## config.mk

```make
export PLATFORM = sky130hd
export DESIGN_NAME = instrDecoder
export DESIGN_NICKNAME = d
export VERILOG_FILES = /design/src/mipsIsaPkg.sv /design/src/decodeCtrlPkg.sv /design/src/specialDecoder.sv /design/src/opcodeDecoder.sv /design/src/instrDecoder.sv
export VERILOG_INCLUDE_DIRS = /design/src /design/src/include
export SDC_FILE = /design/constraint.sdc
export NUM_CORES = 1
export LEC_CHECK = 0
export BUFFER_PORTS_ARGS = -buffer_cell sky130_fd_sc_hd__buf_4
export CAP_MARGIN = 15
export CORE_ASPECT_RATIO = 0.9
export CORE_MARGIN = 4
export CORE_UTILIZATION = 40
export DETAILED_ROUTE_END_ITERATION = 10
export HOLD_SLACK_MARGIN = 0.15
export PLACE_DENSITY = 0.69
export SLEW_MARGIN = 20
export SYNTH_ARGS = -nofsm -noshare
export SYNTH_HDL_FRONTEND = slang
export SYNTH_SLANG_ARGS = --single-unit
```

## constraint.sdc

```tcl
create_clock -name clk -period 1.4 [get_ports clk]
set_input_delay 0 -clock clk [delete_from_list [all_inputs] [get_ports clk]]
set_output_delay 0 -clock clk [all_outputs]
set_load 0.02 [all_outputs]
```

## src/include/decoder_defs.svh

```systemverilog
`ifndef DECODER_DEFS_SVH
`define DECODER_DEFS_SVH

// machine word
`define DATA_W      32

// instruction field widths
`define OPCODE_W    6
`define FUNCT_W     6
`define REG_IDX_W   5
`define IMM_W       16
`define JUMP_IDX_W  26

`define LINK_REG    31  // $ra

`endif

```

## src/mipsIsaPkg.sv

```systemverilog
`include "decoder_defs.svh"

package mipsIsaPkg;

    typedef enum logic [`OPCODE_W-1:0] {
        opSpecial = 6'b000000,
        opRegimm  = 6'b000001,
        opJ       = 6'b000010,
        opJal     = 6'b000011,
        opBeq     = 6'b000100,
        opBne     = 6'b000101,
        opBlez    = 6'b000110,
        opBgtz    = 6'b000111,
        opAddi    = 6'b001000,
        opAddiu   = 6'b001001,
        opSlti    = 6'b001010,
        opSltiu   = 6'b001011,
        opAndi    = 6'b001100,
        opOri     = 6'b001101,
        opXori    = 6'b001110,
        opLui     = 6'b001111,
        opLb      = 6'b100000,
        opLh      = 6'b100001,
        opLw      = 6'b100011,
        opLbu     = 6'b100100,
        opLhu     = 6'b100101,
        opSb      = 6'b101000,
        opSh      = 6'b101001,
        opSw      = 6'b101011
    } opcode_e;

    // rt field of REGIMM, bit 4 marks the linking forms
    typedef enum logic [`REG_IDX_W-1:0] {
        riBltz   = 5'b00000,
        riBgez   = 5'b00001,
        riBltzal = 5'b10000,
        riBgezal = 5'b10001
    } regimm_e;

    typedef enum logic [`FUNCT_W-1:0] {
        fnSll     = 6'b000000,
        fnSrl     = 6'b000010,
        fnSra     = 6'b000011,
        fnSllv    = 6'b000100,
        fnSrlv    = 6'b000110,
        fnSrav    = 6'b000111,
        fnJr      = 6'b001000,
        fnJalr    = 6'b001001,
        fnSyscall = 6'b001100,
        fnBreak   = 6'b001101,
        fnAdd     = 6'b100000,
        fnAddu    = 6'b100001,
        fnSub     = 6'b100010,
        fnSubu    = 6'b100011,
        fnAnd     = 6'b100100,
        fnOr      = 6'b100101,
        fnXor     = 6'b100110,
        fnNor     = 6'b100111,
        fnSlt     = 6'b101010,
        fnSltu    = 6'b101011
    } funct_e;

    typedef struct packed {
        logic [`REG_IDX_W-1:0] rd;
        logic [4:0]            shamt;
        funct_e                funct;
    } rLow_t;

    // low half is either rd/shamt/funct or imm16
    typedef union packed {
        rLow_t             r;
        logic [`IMM_W-1:0] imm16;
    } lowHalf_t;

    typedef struct packed {
        opcode_e               opcode;
        logic [`REG_IDX_W-1:0] rs;
        logic [`REG_IDX_W-1:0] rt;
        lowHalf_t              low;
    } instrFields_t;

endpackage

```

## src/decodeCtrlPkg.sv

```systemverilog
`include "decoder_defs.svh"

package decodeCtrlPkg;

    typedef logic [`DATA_W-1:0] word_t;

    typedef enum logic [3:0] {
        aluAdd,
        aluSub,
        aluAnd,
        aluOr,
        aluNor,
        aluXor,
        aluSlt,
        aluSltu,
        aluSll,
        aluSrl,
        aluSra
    } aluOp_e;

    typedef enum logic [2:0] {
        cmpNone,
        cmpEq,
        cmpNe,
        cmpLtz,
        cmpGez,
        cmpLez,
        cmpGtz
    } cmpOp_e;

    typedef enum logic [1:0] {
        wbNone,
        wbAlu,
        wbMem,
        wbPc
    } wbSrc_e;

    typedef enum logic [1:0] {
        memByte,
        memHalf,
        memWord
    } memWidth_e;

    typedef enum logic [1:0] {
        excNone,
        excSyscall,
        excBreak,
        excUnknown
    } exc_e;

    typedef struct packed {
        logic [`REG_IDX_W-1:0] regRead1;
        logic [`REG_IDX_W-1:0] regRead2;
        logic [`REG_IDX_W-1:0] destReg;
        wbSrc_e                wbSrc;
        aluOp_e                aluOp;
        cmpOp_e                cmpOp;
        logic                  aluSrcImm;     // operand b from immediate
        logic                  checkOverflow;
        logic                  branch;
        logic                  absJump;
        logic                  absJumpReg;    // target from regRead1
        logic                  memLoad;
        logic                  memStore;
        logic                  memSignExtend;
        memWidth_e             memWidth;
        exc_e                  exception;
        word_t                 immediate;
    } decodeCtrl_t;

    localparam decodeCtrl_t ctrlNop = '{
        regRead1:      '0,
        regRead2:      '0,
        destReg:       '0,
        wbSrc:         wbNone,
        aluOp:         aluAdd,
        cmpOp:         cmpNone,
        aluSrcImm:     1'b0,
        checkOverflow: 1'b0,
        branch:        1'b0,
        absJump:       1'b0,
        absJumpReg:    1'b0,
        memLoad:       1'b0,
        memStore:      1'b0,
        memSignExtend: 1'b0,
        memWidth:      memByte,
        exception:     excNone,
        immediate:     '0
    };

endpackage

```

## src/specialDecoder.sv

```systemverilog
`timescale 1ns/1ns

module specialDecoder (
    input  logic                       clk,
    input  mipsIsaPkg::instrFields_t   fields,
    output decodeCtrlPkg::decodeCtrl_t ctrl
);

    mipsIsaPkg::funct_e funct;

    assign funct = fields.low.r.funct;

    function automatic decodeCtrlPkg::aluOp_e functAluOp(input mipsIsaPkg::funct_e fn);
        case (fn)
            mipsIsaPkg::fnSub, mipsIsaPkg::fnSubu: return decodeCtrlPkg::aluSub;
            mipsIsaPkg::fnAnd:                     return decodeCtrlPkg::aluAnd;
            mipsIsaPkg::fnOr:                      return decodeCtrlPkg::aluOr;
            mipsIsaPkg::fnNor:                     return decodeCtrlPkg::aluNor;
            mipsIsaPkg::fnXor:                     return decodeCtrlPkg::aluXor;
            mipsIsaPkg::fnSlt:                     return decodeCtrlPkg::aluSlt;
            mipsIsaPkg::fnSltu:                    return decodeCtrlPkg::aluSltu;
            mipsIsaPkg::fnSll, mipsIsaPkg::fnSllv: return decodeCtrlPkg::aluSll;
            mipsIsaPkg::fnSrl, mipsIsaPkg::fnSrlv: return decodeCtrlPkg::aluSrl;
            mipsIsaPkg::fnSra, mipsIsaPkg::fnSrav: return decodeCtrlPkg::aluSra;
            default:                               return decodeCtrlPkg::aluAdd;
        endcase
    endfunction

    always_comb
    begin
        ctrl = decodeCtrlPkg::ctrlNop;
        case (funct)
            mipsIsaPkg::fnAddu, mipsIsaPkg::fnSubu, mipsIsaPkg::fnAdd, mipsIsaPkg::fnSub,
            mipsIsaPkg::fnAnd, mipsIsaPkg::fnOr, mipsIsaPkg::fnNor, mipsIsaPkg::fnXor,
            mipsIsaPkg::fnSlt, mipsIsaPkg::fnSltu:
            begin
                ctrl.regRead1 = fields.rs;
                ctrl.regRead2 = fields.rt;
                ctrl.destReg = fields.low.r.rd;
                ctrl.wbSrc = decodeCtrlPkg::wbAlu;
                ctrl.aluOp = functAluOp(funct);
                ctrl.checkOverflow = funct inside {mipsIsaPkg::fnAdd, mipsIsaPkg::fnSub};
            end
            mipsIsaPkg::fnSll, mipsIsaPkg::fnSrl, mipsIsaPkg::fnSra:
            begin
                ctrl.regRead1 = fields.rt;
                ctrl.destReg = fields.low.r.rd;
                ctrl.wbSrc = decodeCtrlPkg::wbAlu;
                ctrl.aluOp = functAluOp(funct);
                ctrl.aluSrcImm = 1'b1;
                ctrl.immediate = decodeCtrlPkg::word_t'(fields.low.r.shamt);
            end
            mipsIsaPkg::fnSllv, mipsIsaPkg::fnSrlv, mipsIsaPkg::fnSrav:
            begin
                ctrl.regRead1 = fields.rt;
                ctrl.regRead2 = fields.rs;   // shift amount
                ctrl.destReg = fields.low.r.rd;
                ctrl.wbSrc = decodeCtrlPkg::wbAlu;
                ctrl.aluOp = functAluOp(funct);
            end
            mipsIsaPkg::fnJr, mipsIsaPkg::fnJalr:
            begin
                ctrl.regRead1 = fields.rs;
                ctrl.absJump = 1'b1;
                ctrl.absJumpReg = 1'b1;
                if (funct == mipsIsaPkg::fnJalr)
                begin
                    ctrl.wbSrc = decodeCtrlPkg::wbPc;  // link into rd
                    ctrl.destReg = fields.low.r.rd;
                end
            end
            mipsIsaPkg::fnSyscall: ctrl.exception = decodeCtrlPkg::excSyscall;
            mipsIsaPkg::fnBreak:   ctrl.exception = decodeCtrlPkg::excBreak;
            default:               ctrl.exception = decodeCtrlPkg::excUnknown;
        endcase
    end

    // shamt only reaches the ALU through the immediate path
    fixedShiftUsesImm: assert property (@(posedge clk)
        funct inside {mipsIsaPkg::fnSll, mipsIsaPkg::fnSrl, mipsIsaPkg::fnSra}
        |-> ctrl.aluSrcImm);

endmodule

```

## src/opcodeDecoder.sv

```systemverilog
`timescale 1ns/1ns
`include "decoder_defs.svh"

module opcodeDecoder (
    input  logic                       clk,
    input  mipsIsaPkg::instrFields_t   fields,
    output decodeCtrlPkg::decodeCtrl_t ctrl
);

    decodeCtrlPkg::decodeCtrl_t specialCtrl;
    mipsIsaPkg::regimm_e regimm;
    logic [`DATA_W-1:0] signExtImm;
    logic [`DATA_W-1:0] zeroExtImm;
    logic [`DATA_W-1:0] upperImm;
    logic [`DATA_W-1:0] jumpImm;

    assign regimm = mipsIsaPkg::regimm_e'(fields.rt);
    assign signExtImm = {{(`DATA_W-`IMM_W){fields.low.imm16[`IMM_W-1]}}, fields.low.imm16};
    assign zeroExtImm = {{(`DATA_W-`IMM_W){1'b0}}, fields.low.imm16};
    assign upperImm = {fields.low.imm16, {(`DATA_W-`IMM_W){1'b0}}};
    assign jumpImm = {{(`DATA_W-`JUMP_IDX_W){1'b0}}, fields.rs, fields.rt, fields.low.imm16};

    specialDecoder funcDecode (
        .clk    (clk),
        .fields (fields),
        .ctrl   (specialCtrl)
    );

    // access width shared by loads and stores
    function automatic decodeCtrlPkg::memWidth_e accessWidth(input mipsIsaPkg::opcode_e op);
        case (op)
            mipsIsaPkg::opLb, mipsIsaPkg::opLbu, mipsIsaPkg::opSb: return decodeCtrlPkg::memByte;
            mipsIsaPkg::opLh, mipsIsaPkg::opLhu, mipsIsaPkg::opSh: return decodeCtrlPkg::memHalf;
            default:                                               return decodeCtrlPkg::memWord;
        endcase
    endfunction

    always_comb
    begin
        ctrl = decodeCtrlPkg::ctrlNop;
        case (fields.opcode)
            mipsIsaPkg::opSpecial: ctrl = specialCtrl;
            mipsIsaPkg::opAddi, mipsIsaPkg::opAddiu, mipsIsaPkg::opSlti, mipsIsaPkg::opSltiu,
            mipsIsaPkg::opAndi, mipsIsaPkg::opOri, mipsIsaPkg::opXori, mipsIsaPkg::opLui:
            begin
                ctrl.regRead1 = fields.rs;
                ctrl.destReg = fields.rt;
                ctrl.aluSrcImm = 1'b1;
                ctrl.wbSrc = decodeCtrlPkg::wbAlu;
                ctrl.immediate = signExtImm;
                ctrl.checkOverflow = fields.opcode == mipsIsaPkg::opAddi;
                case (fields.opcode)
                    mipsIsaPkg::opAddi, mipsIsaPkg::opAddiu: ctrl.aluOp = decodeCtrlPkg::aluAdd;
                    mipsIsaPkg::opSlti:  ctrl.aluOp = decodeCtrlPkg::aluSlt;
                    mipsIsaPkg::opSltiu: ctrl.aluOp = decodeCtrlPkg::aluSltu;
                    mipsIsaPkg::opAndi:
                    begin
                        ctrl.aluOp = decodeCtrlPkg::aluAnd;
                        ctrl.immediate = zeroExtImm;
                    end
                    mipsIsaPkg::opOri:
                    begin
                        ctrl.aluOp = decodeCtrlPkg::aluOr;
                        ctrl.immediate = zeroExtImm;
                    end
                    mipsIsaPkg::opXori:
                    begin
                        ctrl.aluOp = decodeCtrlPkg::aluXor;
                        ctrl.immediate = zeroExtImm;
                    end
                    default:  // lui
                    begin
                        ctrl.aluOp = decodeCtrlPkg::aluAdd;
                        ctrl.immediate = upperImm;
                    end
                endcase
            end
            mipsIsaPkg::opLb, mipsIsaPkg::opLh, mipsIsaPkg::opLw, mipsIsaPkg::opLbu,
            mipsIsaPkg::opLhu:
            begin
                ctrl.regRead1 = fields.rs;
                ctrl.destReg = fields.rt;
                ctrl.wbSrc = decodeCtrlPkg::wbMem;
                ctrl.memLoad = 1'b1;
                ctrl.memWidth = accessWidth(fields.opcode);
                ctrl.memSignExtend = fields.opcode inside {mipsIsaPkg::opLb, mipsIsaPkg::opLh};
                ctrl.immediate = signExtImm;
            end
            mipsIsaPkg::opSb, mipsIsaPkg::opSh, mipsIsaPkg::opSw:
            begin
                ctrl.regRead1 = fields.rs;
                ctrl.regRead2 = fields.rt;  // store data
                ctrl.memStore = 1'b1;
                ctrl.memWidth = accessWidth(fields.opcode);
                ctrl.immediate = signExtImm;
            end
            mipsIsaPkg::opBeq, mipsIsaPkg::opBne, mipsIsaPkg::opBlez, mipsIsaPkg::opBgtz:
            begin
                ctrl.regRead1 = fields.rs;
                ctrl.branch = 1'b1;
                ctrl.immediate = signExtImm;
                case (fields.opcode)
                    mipsIsaPkg::opBeq:
                    begin
                        ctrl.regRead2 = fields.rt;
                        ctrl.cmpOp = decodeCtrlPkg::cmpEq;
                    end
                    mipsIsaPkg::opBne:
                    begin
                        ctrl.regRead2 = fields.rt;
                        ctrl.cmpOp = decodeCtrlPkg::cmpNe;
                    end
                    mipsIsaPkg::opBlez: ctrl.cmpOp = decodeCtrlPkg::cmpLez;
                    default:            ctrl.cmpOp = decodeCtrlPkg::cmpGtz;  // bgtz
                endcase
            end
            mipsIsaPkg::opRegimm:
            begin
                case (regimm)
                    mipsIsaPkg::riBltz, mipsIsaPkg::riBgez, mipsIsaPkg::riBltzal,
                    mipsIsaPkg::riBgezal:
                    begin
                        ctrl.regRead1 = fields.rs;
                        ctrl.branch = 1'b1;
                        ctrl.immediate = signExtImm;
                        if (regimm inside {mipsIsaPkg::riBltz, mipsIsaPkg::riBltzal})
                            ctrl.cmpOp = decodeCtrlPkg::cmpLtz;
                        else
                            ctrl.cmpOp = decodeCtrlPkg::cmpGez;
                        if (regimm inside {mipsIsaPkg::riBltzal, mipsIsaPkg::riBgezal})
                        begin
                            ctrl.wbSrc = decodeCtrlPkg::wbPc;
                            ctrl.destReg = `REG_IDX_W'(`LINK_REG);
                        end
                    end
                    default: ctrl.exception = decodeCtrlPkg::excUnknown;
                endcase
            end
            mipsIsaPkg::opJ, mipsIsaPkg::opJal:
            begin
                ctrl.absJump = 1'b1;
                ctrl.immediate = jumpImm;  // word index, pc region added later
                if (fields.opcode == mipsIsaPkg::opJal)
                begin
                    ctrl.wbSrc = decodeCtrlPkg::wbPc;
                    ctrl.destReg = `REG_IDX_W'(`LINK_REG);
                end
            end
            default: ctrl.exception = decodeCtrlPkg::excUnknown;
        endcase
    end

    loadStoreExclusive: assert property (@(posedge clk) !(ctrl.memLoad && ctrl.memStore));

endmodule

```

## src/instrDecoder.sv

```systemverilog
`timescale 1ns/1ns
`include "decoder_defs.svh"

module instrDecoder (
    input  logic                       clk,
    input  logic                       rstN,
    input  logic                       instrValid,
    input  logic [`DATA_W-1:0]         instr,
    output logic                       ctrlValid,
    output decodeCtrlPkg::decodeCtrl_t ctrl
);

    mipsIsaPkg::instrFields_t fields;
    decodeCtrlPkg::decodeCtrl_t nextCtrl;

    assign fields = mipsIsaPkg::instrFields_t'(instr);

    opcodeDecoder opDecode (
        .clk    (clk),
        .fields (fields),
        .ctrl   (nextCtrl)
    );

    // decode stage register, ctrl holds between strobes
    always_ff @(posedge clk or negedge rstN)
    begin
        if (!rstN)
        begin
            ctrlValid <= 1'b0;
            ctrl <= decodeCtrlPkg::ctrlNop;
        end
        else
        begin
            ctrlValid <= instrValid;
            if (instrValid)
            begin
                ctrl <= nextCtrl;
            end
        end
    end

    // a second valid cycle needs a fresh strobe behind it
    validNeedsStrobe: assert property (@(posedge clk) disable iff (!rstN)
        ctrlValid |=> (!ctrlValid || $past(instrValid)));

endmodule

```

* Yosys cells after proc, flatten, opt, wreduce, memory -nomap -nowiden
Memories as Yosys holds them, arrays and structs flattened.
Index checks and enable logic that the tools add are counted.
** Word-level totals
- Memories kept :: 3
- Register bits :: 69
- Logic and storage cells :: 135
- Output and inout bits :: 69
- ROM bits :: 768
** Memory list
- (no name shown) :: words 64, width 4, read ports 1, clocked after Yosys merged registers in 0, write ports 0, RTL line specialDecoder.sv:14 : case (fn)
- (no name shown) :: words 64, width 4, read ports 1, clocked after Yosys merged registers in 0, write ports 0, RTL line specialDecoder.sv:14
- (no name shown) :: words 64, width 4, read ports 1, clocked after Yosys merged registers in 0, write ports 0, RTL line specialDecoder.sv:14
** Cells by class
- Reductions and logical operators :: 30
- Muxes and demuxes :: 39
- Eq/ne operators :: 45
** Operator list (count)
- $pmux W32 S5 :: 1
- $eq A6 B6 Y1 const B :: 18
- $eq A6 B4 Y1 const B :: 12
- $pmux W32 S2 :: 1
- $eq A6 B3 Y1 const B :: 7
- $pmux W7 S5 :: 1
- $mux W32 :: 1
- $pmux W5 S3 :: 2
- $mux W7 :: 4
- $eq A6 B2 Y1 const B :: 4
- $reduce_or A12 Y1 :: 2
- $reduce_or A22 Y1 :: 1
- $pmux W5 S2 :: 2
- $reduce_or A20 Y1 :: 1
- $reduce_or A18 Y1 :: 1
- $reduce_or A3 Y1 :: 6
- $reduce_or A16 Y1 :: 1
- $reduce_or A8 Y1 :: 2
- $mux W5 :: 3
- $pmux W3 S5 :: 1
- $pmux W7 S2 :: 1
- $logic_not A6 Y1 :: 2
- $pmux W2 S3 :: 2
- $pmux W4 S3 :: 1
- 18 further kinds :: 37

* Longest topological paths before layout
- Depth in word-level cells :: 5
- Gate-level depth with buffers :: 7

* Modules after synthesis
From an unflattened synthesis, not the netlist that was laid out.
** Unflattened totals
- Cell total of the unflattened synthesis :: 441
- Area, all modules :: 4748.3 um2
** By module, submodules not included
- instrDecoder :: seq. area each 1726.7 um2, area each 2640.0 um2, times used 1, cells an instance 145
- opcodeDecoder :: seq. area each 0.0 um2, area each 1262.5 um2, times used 1, cells an instance 184
- specialDecoder :: seq. area each 0.0 um2, area each 845.8 um2, times used 1, cells an instance 112

* Least setup slack after synthesis
OpenSTA, ideal clock, no wires.
- Path kind :: in2reg
- From :: input port instr[0]
- To :: register ctrl[53] (netlist bit)
- Buffers on the path :: 0
- Data arrival time :: 1.587 ns
- Cell stages on the path :: 6
- Setup slack :: -0.313 ns
- Required time :: 1.274 ns
- Setup time :: 0.126 ns
- Cells stage by stage :: inv_1 > ha_1 > nor3_1 > or2_4 > a311oi_4 > a221o_1
** Between the ends
- Word-level cells in the longest chain between the ends :: 4
- Elaborated cells between the ends (all ways) :: 23
- Those cells by class :: eq/ne: 17; mux: 3; reduce/logical: 3
** Ends and longest elaborated chain
- start: declaration :: RTL line instrDecoder.sv:8 : input logic [`DATA_W-1:0] instr,
- $eq A6 B6 Y1, or another cell as far along :: RTL line specialDecoder.sv:32 : case (funct)
- $reduce_or A16 Y1 (no source line), or another cell as far along
- $pmux W7 S2 (*) :: RTL line specialDecoder.sv:32
- $pmux W7 S5 (*) :: RTL line opcodeDecoder.sv:41 : case (fields.opcode)
- end signal: assignment :: RTL line instrDecoder.sv:30 : ctrl <= decodeCtrlPkg::ctrlNop;
- end signal: assignment :: RTL line instrDecoder.sv:37 : ctrl <= nextCtrl;
- end: declaration :: RTL line instrDecoder.sv:10 : output decodeCtrlPkg::decodeCtrl_t ctrl
Mark *: on every way between the ends. The rest lies on a longest branch, timed or not.
A chain may end at the register's enable or synchronous reset.

* Final worst setup path
- From :: input port instr[16]
- To :: register ctrl[63] (netlist bit)
** Between the ends
- Word-level cells in the longest chain between the ends :: 4
- Elaborated cells between the ends (all ways) :: 8
- Those cells by class :: eq/ne: 3; mux: 3; reduce/logical: 2
** Ends and longest elaborated chain
- $eq A5 B1 Y1, or another cell as far along :: RTL line opcodeDecoder.sv:119 : case (regimm)
- $reduce_or A4 Y1 :: RTL line opcodeDecoder.sv:119
- $mux W5 :: RTL line opcodeDecoder.sv:119
- $pmux W5 S3 (*) :: RTL line opcodeDecoder.sv:41
Marks and branches as above.

==> summary.md <==
| Metric | Value |
|---|---|
| Clock root cell | `clkbuf_16` |
| TritonCTS clock tree | `built` |
| Synthesized flop and latch total | `just under 70` |
| Commonest non-fill, non-tap cell in the layout | `buf_4` |
| Deepest level of the CTS H-tree | `3` |
| Post-CTS setup buffer count | `0` |
| Leakage | `2.88 nW` |
| Slew margin rel. | `69.8%` |
| Worst-path clk slew | `0.06 ns` |
| Seq/Total Area, Yosys | `41.2%` |
| Critical path required time | `~1.7 ns` |
| Final setup fails | `0` |
| Worst setup EP type | `flip-flop` |
| Layout cell share with drive strength beyond 1 | `37.1%` |
| Pwr/cell area | `around 900 nW/um^2` |
| DRT iter0 DRCs | `334` |
| Die Height | `105 um` |
| Most common flop cell mapped by yosys | `dfrtp_1` |
| Worst r2r src | `ctrl[25]` |
| Clk sinks | `69` |
| Mean post-synth cell area | `9.41 um^2` |
| Global-route wire length before repair | `23.0 mm` |
| Top-level port count | `104` |
| Source of the critical timing path | `instr[16]` |
| Least-Margin Pin Slew | `0.451 ns` |
| # rows | `35` |
| GP Congestion | `about 0.93` |
| Drt drc | `0` |
| Initial antenna violation count | `0` |
| Routed vias | `4371` |
| Min setup slack post-route | `between 0.1 and 0.15 ns` |
| Vias in the first global route | `4352` |
| Total grt overflow | `0` |
| Most frequent cells in the layout | `buf_4 (181), dfrtp_1 (69), dlygate4sd3_1 (30)` |
| Worst R2R Path Depth | `3` |
| Max IR drop VDD | `between 0.5 and 0.6 mV` |
| Setup crit start kind | `input pin` |
| # diodes | `0` |
| EDFF count, synth | `0` |
| Initial Utilization | `approximately 41%` |
| Clock Path Buffers | `2` |
| FILL cells | `892` |
| Post-DR vias/cell | `5.70` |
| R2r setup slk | `approximately 0.48 ns` |
| Hold Fails Final Rpt | `0` |
| Syn_nets | `~490` |
| Crit Path Category | `in -> reg` |
| Clk Latency, worst-skew pair | `0.33 ns` |
| Port bufs | `103` |
| WL/cell | `18.7 um` |
| Worst Path Arrival | `between 1.5 and 2 ns` |
| Detailed Routing Iterations Pass 1 | `5` |
| Worst Hold Class | `in -> reg` |
| DP Cell Count | `721` |
| RSZ-0062 raised after global routing | `no` |
| Distinct cells, synth | `63` |
| Area occupied by multi-input gates | `~2200 um^2` |
| Final Non-Filler Cells | `between 700 and 800` |
| Worst r2r dst | `ctrl[25]` |
| Post-detailed-routing wire length | `14.4 mm` |
| GRT Total Usage | `23.9%` |
| Nets | `673` |
| Area delta synth->final | `50.4%` |
| Final Power | `5.64 mW` |
| Max-Cap Viols | `0` |
| Mapped cell area | `4190 um^2` |
| Fmax | `779 MHz` |
| Period minus WS final | `about 1.3 ns` |
| Synth async-reset ratio | `100%` |
| Core area | `10200 um^2` |
| Setup TNS | `0 ns` |
| Skew final | `0 ns` |
| Antenna Nets Post-Route | `0` |
| Total CTS buffers | `9` |
| Die ar. | `12200 um^2` |
| Critical Path Fanout Max | `7` |
| Register area | `around 1700 um^2` |
| Status | `completed` |
| Chip width | `roughly 120 um` |
| Post-DP HPWL | `~10 mm` |
| Worst slack, placed | `-0.229 ns` |
| Largest net degree at the start of global routing | `46` |
| Syn Inst Count | `445` |
| Final Slew Violations | `0` |
| Fin crit share | `around 92%` |
| Worst setup path endpoint | `ctrl[63]` |
| Synth warnings | `0` |
-- area by class of cell --
class                      count  share of cell area, %
inverter                      28                   1.67
timing repair buffer         218                   28.6
clock inverter                 7                   1.15
tap                          129                   2.56
clock buffer                   9                   3.57
sequential                    69                   27.4
multi-input combinational    307                   35.1
-- logic make-up (layout without fill, tap and decap cells) --
family / Yosys count / count (layout) / share of synthesized area, %
flops: 69 / 69 / 41.2
simple gates: 142 / 142 / 20.5
fa+ha+maj: 5 / 5 / 1.49
compound gates: 154 / 154 / 28.2
xor+xnor: 4 / 4 / 0.837
mux: 2 / 2 / 0.508
buf+inv: 69 / 262 / 7.23
-- synth_stat cells (all sizes together), types with 3 or more instances --
master   number  area, um^2
o211ai       11        82.6
a21o         10        75.1
and4          5        43.8
nor2b        23         144
o221ai       11        96.3
nand3        13        65.1
a31oi        17         113
nor3          4        20.0
a21oi        22         110
a22o         13         114
clkbuf       23        86.3
ha            5        62.6
nand2        23        86.3
nor2         27         101
a221o        11         110
o32a          6        60.1
or2           5        33.8
dfrtp        69        1730
inv          28         105
o211a         3        30.0
nand4        10        62.6
a22oi         5        37.5
o2111ai       8        70.1
or3b          6        52.6
o21ai        19        95.1
buf          18         111
nand2b        3        18.8
nor4          9         116
-- flip-flops by register name, indices dropped and copies added, names as in the netlist --
signal	flops
ctrlValid	1
ctrl	68
-- per-layer routing --
metal	vias up	GRT usage [%]	part of all wire, %
li1	2057	-	-
met1	2108	34.8	45
met2	183	36.9	46
met3	23	3.76	7.2
met4	0	6.30	1.6
met5	-	0	0
-- stage by stage --
stage / util, % / hold slack [ns] / area, um^2
2_1_floorplan: - / -0.296 / 4240
6_report: 61.5 / 0.156 / 6300
3_5_place_dp: 55.6 / -0.0755 / 5700
4_1_cts: 61.4 / 0.152 / 6290
3_3_place_gp: 55.6 / -0.0818 / 5700
5_1_grt: 61.5 / 0.190 / 6300
-- report_power, final --
group | leakage, nW | internal (mW) | switching, mW
Sequential | 0.931 | 2.08 | 0.0537
Combinational | 1.81 | 0.545 | 0.647
Clock | 0.142 | 1.39 | 0.930
-- worst min path at each step --
stage / startpoint / end / slack, ns / cells after the start
floorplan: rstN / ctrlValid / -0.30 / 0
global placement: rstN / ctrl[38] / -0.08 / 1
detailed placement: rstN / ctrl[38] / -0.08 / 1
CTS: instr[4] / ctrl[49] / 0.15 / 5
global route: instr[4] / ctrl[49] / 0.19 / 5
finish: instr[4] / ctrl[49] / 0.16 / 5
-- critical path, cell delays in order --
cell	delay (ns)
dlygate4sd3_1	0.52
buf_4	0.17
or3b_2	0.46
nor4_2	0.15
o211ai_1	0.14
o221ai_1	0.09
-- timing repair --
action	in CTS	in global routing
resized for setup	0	2
setup endpoints to repair	0	2
hold buffers	30	0
endpoints found under the hold margin	116	0
Note: power is estimated with default switching activity, not from simulation.
